[src/logic/cmac_axis_pkg.sv]
package cmac_axis_pkg;

    // up to 7 bad frames per cycle from the MAC
    localparam int BAD_FCS_WIDTH = 3;

    // handshake levels of one stream beat
    // tdata/tkeep/tuser are not observed by any statistic
    typedef struct packed {
        logic valid;
        logic ready;
        logic last;
    } axis_beat_t;

    // beat transferred this cycle
    function automatic logic beat_accepted(axis_beat_t beat);
        return beat.valid && beat.ready;
    endfunction

    // source offered data but sink held off
    function automatic logic beat_lost(axis_beat_t beat);
        return beat.valid && !beat.ready;
    endfunction

    // accepted beat closing a packet
    function automatic logic beat_ends_pkt(axis_beat_t beat);
        return beat_accepted(beat) && beat.last;
    endfunction

endpackage

[src/logic/cmac_stat_pkg.sv]
package cmac_stat_pkg;

    localparam int STAT_WIDTH_DEFAULT = 32;

    // one report word; narrower counters are zero extended into it
    typedef logic [STAT_WIDTH_DEFAULT-1:0] stat_cnt_t;

    // per-stream packet statistics
    typedef struct packed {
        stat_cnt_t pkt_count;     // completed packets
        stat_cnt_t beat_count;    // accepted beats
        stat_cnt_t max_pkt_size;  // in beats
        logic      idle;          // no packet in progress
    } pkt_stats_t;

    // receive side report
    typedef struct packed {
        pkt_stats_t pkt;
        stat_cnt_t  lost_beat_count;
        stat_cnt_t  bad_fcs_count;
    } rx_stats_t;

    // send side report
    typedef struct packed {
        pkt_stats_t pkt;
        stat_cnt_t  ovf_count;
        stat_cnt_t  unf_count;
    } tx_stats_t;

endpackage

[src/logic/cmac_pkt_tracker.sv]
`timescale 1ns/1ps

module cmac_pkt_tracker
    import cmac_axis_pkg::*, cmac_stat_pkg::*;
#(
    parameter int STAT_WIDTH = STAT_WIDTH_DEFAULT
) (
    input  logic       clk,
    input  logic       rst_n,
    input  axis_beat_t beat,
    output pkt_stats_t stats
);

    logic [STAT_WIDTH-1:0] cur_beats;   // beats of the packet in progress
    logic [STAT_WIDTH-1:0] pkt_size;
    logic [STAT_WIDTH-1:0] pkt_count;
    logic [STAT_WIDTH-1:0] beat_count;
    logic [STAT_WIDTH-1:0] max_pkt;
    logic                  idle;
    logic                  accepted;
    logic                  pkt_done;

    assign accepted = beat_accepted(beat);
    assign pkt_done = beat_ends_pkt(beat);
    assign pkt_size = cur_beats + STAT_WIDTH'(1); // counts the current beat too

    // running size of the open packet and idle flag
    always_ff @(posedge clk or negedge rst_n) begin
        if (!rst_n) begin
            cur_beats <= '0;
            idle      <= 1'b1;
        end else if (pkt_done) begin
            cur_beats <= '0;
            idle      <= 1'b1;
        end else if (accepted) begin
            cur_beats <= pkt_size;
            idle      <= 1'b0;
        end
    end

    always_ff @(posedge clk or negedge rst_n) begin
        if (!rst_n) begin
            beat_count <= '0;
        end else if (accepted) begin
            beat_count <= beat_count + STAT_WIDTH'(1);
        end
    end

    always_ff @(posedge clk or negedge rst_n) begin
        if (!rst_n) begin
            pkt_count <= '0;
        end else if (pkt_done) begin
            pkt_count <= pkt_count + STAT_WIDTH'(1);
        end
    end

    // largest finished packet
    always_ff @(posedge clk or negedge rst_n) begin
        if (!rst_n) begin
            max_pkt <= '0;
        end else if (pkt_done && (pkt_size > max_pkt)) begin
            max_pkt <= pkt_size;
        end
    end

    always_comb begin
        stats.pkt_count    = stat_cnt_t'(pkt_count);
        stats.beat_count   = stat_cnt_t'(beat_count);
        stats.max_pkt_size = stat_cnt_t'(max_pkt);
        stats.idle         = idle;
    end

    max_pkt_monotonic: assert property (
        @(posedge clk) disable iff (!rst_n)
        max_pkt >= $past(max_pkt)
    ) else $error("largest packet size decreased");

endmodule

[src/logic/cmac_recv_monitor.sv]
`timescale 1ns/1ps

module cmac_recv_monitor
    import cmac_axis_pkg::*, cmac_stat_pkg::*;
#(
    parameter int STAT_WIDTH = STAT_WIDTH_DEFAULT
) (
    input  logic                     clk,
    input  logic                     rst_n,
    input  axis_beat_t               beat,
    input  logic [BAD_FCS_WIDTH-1:0] bad_fcs,
    output rx_stats_t                stats
);

    pkt_stats_t            pkt_stats;
    logic [STAT_WIDTH-1:0] lost_count;
    logic [STAT_WIDTH-1:0] bad_fcs_count;

    cmac_pkt_tracker #(
        .STAT_WIDTH (STAT_WIDTH)
    ) u_tracker (
        .clk   (clk),
        .rst_n (rst_n),
        .beat  (beat),
        .stats (pkt_stats)
    );

    // a beat refused by the sink is gone since the MAC cannot stall
    always_ff @(posedge clk or negedge rst_n) begin
        if (!rst_n) begin
            lost_count <= '0;
        end else if (beat_lost(beat)) begin
            lost_count <= lost_count + STAT_WIDTH'(1);
        end
    end

    // strobe carries a count as several bad frames may end in one cycle
    always_ff @(posedge clk or negedge rst_n) begin
        if (!rst_n) begin
            bad_fcs_count <= '0;
        end else begin
            bad_fcs_count <= bad_fcs_count + STAT_WIDTH'(bad_fcs);
        end
    end

    always_comb begin
        stats.pkt             = pkt_stats;
        stats.lost_beat_count = stat_cnt_t'(lost_count);
        stats.bad_fcs_count   = stat_cnt_t'(bad_fcs_count);
    end

    // sink is always ready while frame data flows, so a ready without valid
    // in the middle of a packet points at a broken sink handshake
    rx_ready_needs_valid: assert property (
        @(posedge clk) disable iff (!rst_n)
        (!pkt_stats.idle && !beat.valid) |-> !beat.ready
    ) else $error("rx ready high without valid inside a packet");

endmodule

[src/logic/cmac_send_monitor.sv]
`timescale 1ns/1ps

module cmac_send_monitor
    import cmac_axis_pkg::*, cmac_stat_pkg::*;
#(
    parameter int STAT_WIDTH = STAT_WIDTH_DEFAULT
) (
    input  logic       clk,
    input  logic       rst_n,
    input  axis_beat_t beat,
    input  logic       ovfout,
    input  logic       unfout,
    output tx_stats_t  stats
);

    pkt_stats_t            pkt_stats;
    logic [STAT_WIDTH-1:0] ovf_count;
    logic [STAT_WIDTH-1:0] unf_count;

    // ready gaps on tx are plain back-pressure and lose nothing
    cmac_pkt_tracker #(
        .STAT_WIDTH (STAT_WIDTH)
    ) u_tracker (
        .clk   (clk),
        .rst_n (rst_n),
        .beat  (beat),
        .stats (pkt_stats)
    );

    always_ff @(posedge clk or negedge rst_n) begin
        if (!rst_n) begin
            ovf_count <= '0;
        end else if (ovfout) begin
            ovf_count <= ovf_count + STAT_WIDTH'(1); // one per strobe cycle
        end
    end

    always_ff @(posedge clk or negedge rst_n) begin
        if (!rst_n) begin
            unf_count <= '0;
        end else if (unfout) begin
            unf_count <= unf_count + STAT_WIDTH'(1);
        end
    end

    always_comb begin
        stats.pkt       = pkt_stats;
        stats.ovf_count = stat_cnt_t'(ovf_count);
        stats.unf_count = stat_cnt_t'(unf_count);
    end

    // MAC tx fifo cannot run over and dry in the same cycle
    tx_ovf_unf_exclusive: assert property (
        @(posedge clk) disable iff (!rst_n)
        !(ovfout && unfout)
    ) else $error("tx overflow and underflow in the same cycle");

endmodule

[src/logic/cmac_axis_monitor.sv]
`timescale 1ns/1ps

module cmac_axis_monitor
    import cmac_axis_pkg::*, cmac_stat_pkg::*;
#(
    parameter int STAT_WIDTH = STAT_WIDTH_DEFAULT
) (
    input  logic                     gt_txusrclk2,
    input  logic                     rst_n,

    // MAC to DMA stream and MAC status
    input  axis_beat_t               rx_beat,
    input  logic [BAD_FCS_WIDTH-1:0] rx_bad_fcs,

    // DMA to MAC stream and MAC status
    input  axis_beat_t               tx_beat,
    input  logic                     tx_ovfout,
    input  logic                     tx_unfout,

    output rx_stats_t                rx_stats,
    output tx_stats_t                tx_stats
);

    // both directions share the MAC user clock and one reset
    cmac_recv_monitor #(
        .STAT_WIDTH (STAT_WIDTH)
    ) u_recv_monitor (
        .clk     (gt_txusrclk2),
        .rst_n   (rst_n),
        .beat    (rx_beat),
        .bad_fcs (rx_bad_fcs),
        .stats   (rx_stats)
    );

    cmac_send_monitor #(
        .STAT_WIDTH (STAT_WIDTH)
    ) u_send_monitor (
        .clk    (gt_txusrclk2),
        .rst_n  (rst_n),
        .beat   (tx_beat),
        .ovfout (tx_ovfout),
        .unfout (tx_unfout),
        .stats  (tx_stats)
    );

endmodule

[config.mk]
export PLATFORM = sky130hd
export DESIGN_NAME = cmac_axis_monitor
export DESIGN_NICKNAME = d
export VERILOG_FILES = /design/src/logic/cmac_axis_pkg.sv /design/src/logic/cmac_stat_pkg.sv /design/src/logic/cmac_pkt_tracker.sv /design/src/logic/cmac_recv_monitor.sv /design/src/logic/cmac_send_monitor.sv /design/src/logic/cmac_axis_monitor.sv
export SDC_FILE = /design/constraint.sdc
export NUM_CORES = 1
export LEC_CHECK = 0
export ABC_AREA = 1
export BUFFER_PORTS_ARGS = -buffer_cell sky130_fd_sc_hd__buf_2
export CAP_MARGIN = 20
export CORE_MARGIN = 2
export CORE_UTILIZATION = 45
export DETAILED_ROUTE_END_ITERATION = 7
export GPL_TIMING_DRIVEN = 0
export PLACE_DENSITY = 0.75
export SYNTH_ARGS = -nofsm -noshare
export SYNTH_HDL_FRONTEND = slang
export SYNTH_SLANG_ARGS = --single-unit
[constraint.sdc]
create_clock -name gt_txusrclk2 -period 3.05 [get_ports gt_txusrclk2]
set_clock_uncertainty 0.05 [all_clocks]
set_input_delay 0.61 -clock gt_txusrclk2 [delete_from_list [all_inputs] [get_ports gt_txusrclk2]]
set_output_delay 0.61 -clock gt_txusrclk2 [all_outputs]
set_load 0.02 [all_outputs]
==> impl_metrics.py <==
metrics = {
    "clock_tree": {
        "root_buffer": "clkbuf_16",
        "cts-htree-levels": 2,
        "cts_tree": "built",
        "path_clk_slew_ps": 60,
        "clock_sinks": 386,
        "clockBufferDepth": 3,
        "cts_buffers": 45,
        "clk_latency_ps": 600,
    },
    "hold_path": {
        "hold_path_startpoint": "rx_bad_fcs[0]",
        "holdPathEnd": "u_recv_monitor.bad_fcs_count[0]",
        "worstHoldPathType": "in -> reg",
        "holdPathStages": 2,
    },
    "run_status": {
        "outcome": "complete, but fails checks",
        "violations": "setup timing",
    },
    "sta": {
        "tns_ps": -3590,
        "final_hold_viol_count": 0,
        "post-route-period-util_pct": 104,
        "worstMarginPinSlew_ps": 633,
        "whs_ps": 213,
        "relSlewSlack_pct": 57.8,
        "setup_viol": 61,
        "rsz0062_at_grt": "yes",
        "drv_slew": 0,
        "clock.fmax_mhz": 317,
        "fin_ws_ps": -107,
        "period_needed_ps": 3160,
    },
    "placed_design": {
        "dp_cells": 3641,
        "dpl_cell_area_sq_um": 23900,
        "gp_congestion": 0.933,
        "numPortBuffers": 333,
        "hpwl_mm": 44.0,
        "pre_cts_ws_ps": -798,
    },
    "worst_setup_path": {
        "cp.required_ps": 3480,
        "crit_chain": "ha_4 -> nand2_4 -> inv_6 -> nand2_8 -> nor2_4 -> buf_6 -> nand4_1 -> xor2_2 -> ha_1 -> nand4_1 -> nor3_4 -> buf_6 -> a31oi_4 -> nand2_8 -> clkbuf_16 -> nand2_2 -> nand2_1",
        "cp_num_buf_inv": 4,
        "start_kind": "flop",
        "rr_startpoint": "u_recv_monitor.u_tracker.cur_beats[0]",
        "cp_slowest_cell": "dfrtp_2",
        "crit_family": "simple AND/OR/NAND/NOR gates",
        "path_class": "reg -> reg",
        "slowest_delay_ps": 450,
        "reg2reg_slack_ps": -110,
        "cp_max_fo": 8,
        "ff2ff_path_depth": 17,
        "r2r_end": "u_recv_monitor.u_tracker.max_pkt[11]",
        "arrival_ps": 3590,
        "end_kind": "flop",
    },
    "synth": {
        "synthMuxAreaShare_pct": 0,
        "yosys.area_share.adder_pct": 4.53,
        "synth_xor_area_share_pct": 10.9,
        "yosysWarnings": 0,
        "synthCells": 2698,
        "synth_top_family_by_area": "simple AND/OR/NAND/NOR gates",
        "syn_nets": 2788,
        "netlist_area_sq_um": 21400,
        "synth_largest_area_cell": "dfrtp_1",
        "yosysTopAreaCellShare_pct": 44.9,
        "synthTopCellsByArea": "dfrtp_1 45%, nand2_1 13%, xor2_1 7.0%",
        "seq_area_frac_synth_pct": 45.1,
        "ys.flop_type": "dfrtp_1",
        "syn_area_per_cell_sq_um": 7.94,
        "synth_compound_gate_area_share_pct": 3.16,
        "synth_edf_count": 0,
        "synthDistinctLibCells": 41,
        "yosys.area_share.simple_pct": 29.1,
        "async_reset_ff_share_pct": 100,
        "synth_seq_cells": 386,
    },
    "floorplanning": {
        "ios": 335,
        "dieArea_sq_um": 49300,
        "fp.coreArea_sq_um": 46800,
        "start_util_pct": 45.8,
        "dieWidth_um": 222,
        "die_h_um": 222,
        "rows": 79,
    },
    "cells_and_area": {
        "nFillCells": 4109,
        "n_antenna_cell": 0,
        "final_cells": 3770,
        "area_delta_synth_final_pct": 26.4,
        "utilization_pct": 57.9,
        "layout_common_cells": "666 x nand2_1, 370 x dfrtp_1, 349 x inv_1, 335 x buf_2, 234 x nor2_1",
        "drive_above_1_share_pct": 23.2,
        "finalInstanceArea_sq_um": 27100,
        "final_nets": 3216,
        "layout_commonest_cell": "nand2_1",
    },
    "drt": {
        "drtIter0Drc": 1293,
        "drc": 0,
        "dr.pass1.iters": 5,
        "wirelength_mm": 60.1,
        "wl_per_cell_um": 15.9,
        "ant_nets": 0,
        "vias_per_cell": 5.10,
        "vias": 19200,
    },
    "global_route": {
        "overflow": 0,
        "grt_pass1_vias": 18200,
        "grt.total_usage_pct": 23.3,
        "grt_max_degree": 123,
        "grt_pass1_wl_mm": 93.9,
        "antenna_found_initial": 1,
    },
    "power_and_ir_drop": {
        "power.total_mw": 17.2,
        "p_leak_nw": 13.8,
        "p_per_area_nw_per_um2": 637,
        "ir_drop_mv": 0.515,
    },
    "flow_run": {
        "maxCapViolCount": 0,
    },
}
[logic make-up after synthesis]
kind of cell,count (synthesis)
AND/OR/NAND/NOR,1448
buffers and inverters,400
flip-flops,386
XOR/XNOR,266
AO/OA/AOI/OAI,121
adder cells (fa/ha/maj),77
[repair_timing]
item,4_1_cts,5_1_grt
endpoints found under the setup margin,64,64
cloned,0,6
resized for setup,87,240
hold buffers,1,0
endpoints found under the hold margin,36,0
setup buffers,10,28
pin swaps,8,63
[cell type report]
| type | count | area [sq um] | area share (%) |
|---|---|---|---|
| sequential | 386 | 9680 | 35.8 |
| tap | 607 | 759 | 2.81 |
| timing repair buffer | 381 | 2210 | 8.17 |
| clock inverter | 21 | 290 | 1.07 |
| buffer | 38 | 289 | 1.07 |
| multi-input combinational | 1912 | 11200 | 41.4 |
| clock buffer | 63 | 1270 | 4.70 |
| inverter | 362 | 1370 | 5.05 |
[worst max-delay path by stage]
stage | startpoint | to | slack, ps | cells past startpoint
floorplan | u_recv_monitor.u_tracker.cur_beats[0] | u_recv_monitor.u_tracker.max_pkt[10] | 120 | 20
global placement | rst_n | u_send_monitor.unf_count[25] | -6350 | 1
detailed placement | u_recv_monitor.u_tracker.cur_beats[0] | u_recv_monitor.u_tracker.max_pkt[21] | -800 | 21
CTS | u_send_monitor.u_tracker.cur_beats[0] | u_send_monitor.u_tracker.max_pkt[10] | -30 | 18
global route | u_recv_monitor.u_tracker.cur_beats[6] | u_recv_monitor.u_tracker.max_pkt[5] | -250 | 18
finish | u_recv_monitor.u_tracker.cur_beats[0] | u_recv_monitor.u_tracker.max_pkt[11] | -110 | 17
[registers in the layout (all words and copies together), names as in the netlist]
signal                               flops
u_recv_monitor.bad_fcs_count            32
u_recv_monitor.lost_count               32
u_recv_monitor.u_tracker.beat_count     32
u_recv_monitor.u_tracker.cur_beats      32
u_recv_monitor.u_tracker.idle            1
u_recv_monitor.u_tracker.max_pkt        32
u_recv_monitor.u_tracker.pkt_count      32
u_send_monitor.ovf_count                32
u_send_monitor.u_tracker.beat_count     32
u_send_monitor.u_tracker.cur_beats      32
u_send_monitor.u_tracker.idle            1
u_send_monitor.u_tracker.max_pkt        32
u_send_monitor.u_tracker.pkt_count      32
u_send_monitor.unf_count                32
[metal layers]
metal  wire length (um)  track usage (%)  share of wire [%]
met1              25600             30.1                 43
met2              28300             38.3                 47
met3               3970             5.12                6.6
met4               2210             8.65                3.7
met5                 11                0              0.018
[synth_stat cells (2+ instances only)]
cell and count:
inv_1 357, xnor2_1 96, a21o_1 2, nor3b_1 3, and2_1 3, a21oi_1 27
nand3b_1 4, a22o_1 2, nand2_1 770, nor2_1 272, nor3_1 105, nand3_2 4
nor2_2 12, o21a_1 2, nor4_1 9, dfstp_2 2, nand3_1 167, nand4_1 67
xor2_1 170, or2_2 2, buf_2 10, buf_4 4, nand2_2 6, nor2_4 9
nor3_4 3, inv_2 4, clkbuf_1 23, o22ai_1 35, ha_1 76, o21ai_0 51
and3_1 6, nor3_2 3, dfrtp_1 384
[power breakdown]
group | switching (mW) | internal [mW]
clock network | 2.27 | 3.37
registers | 0.856 | 5.86
logic | 3.13 | 1.75
total | 6.25 | 11.0
Power figures use the tool's default switching activity.
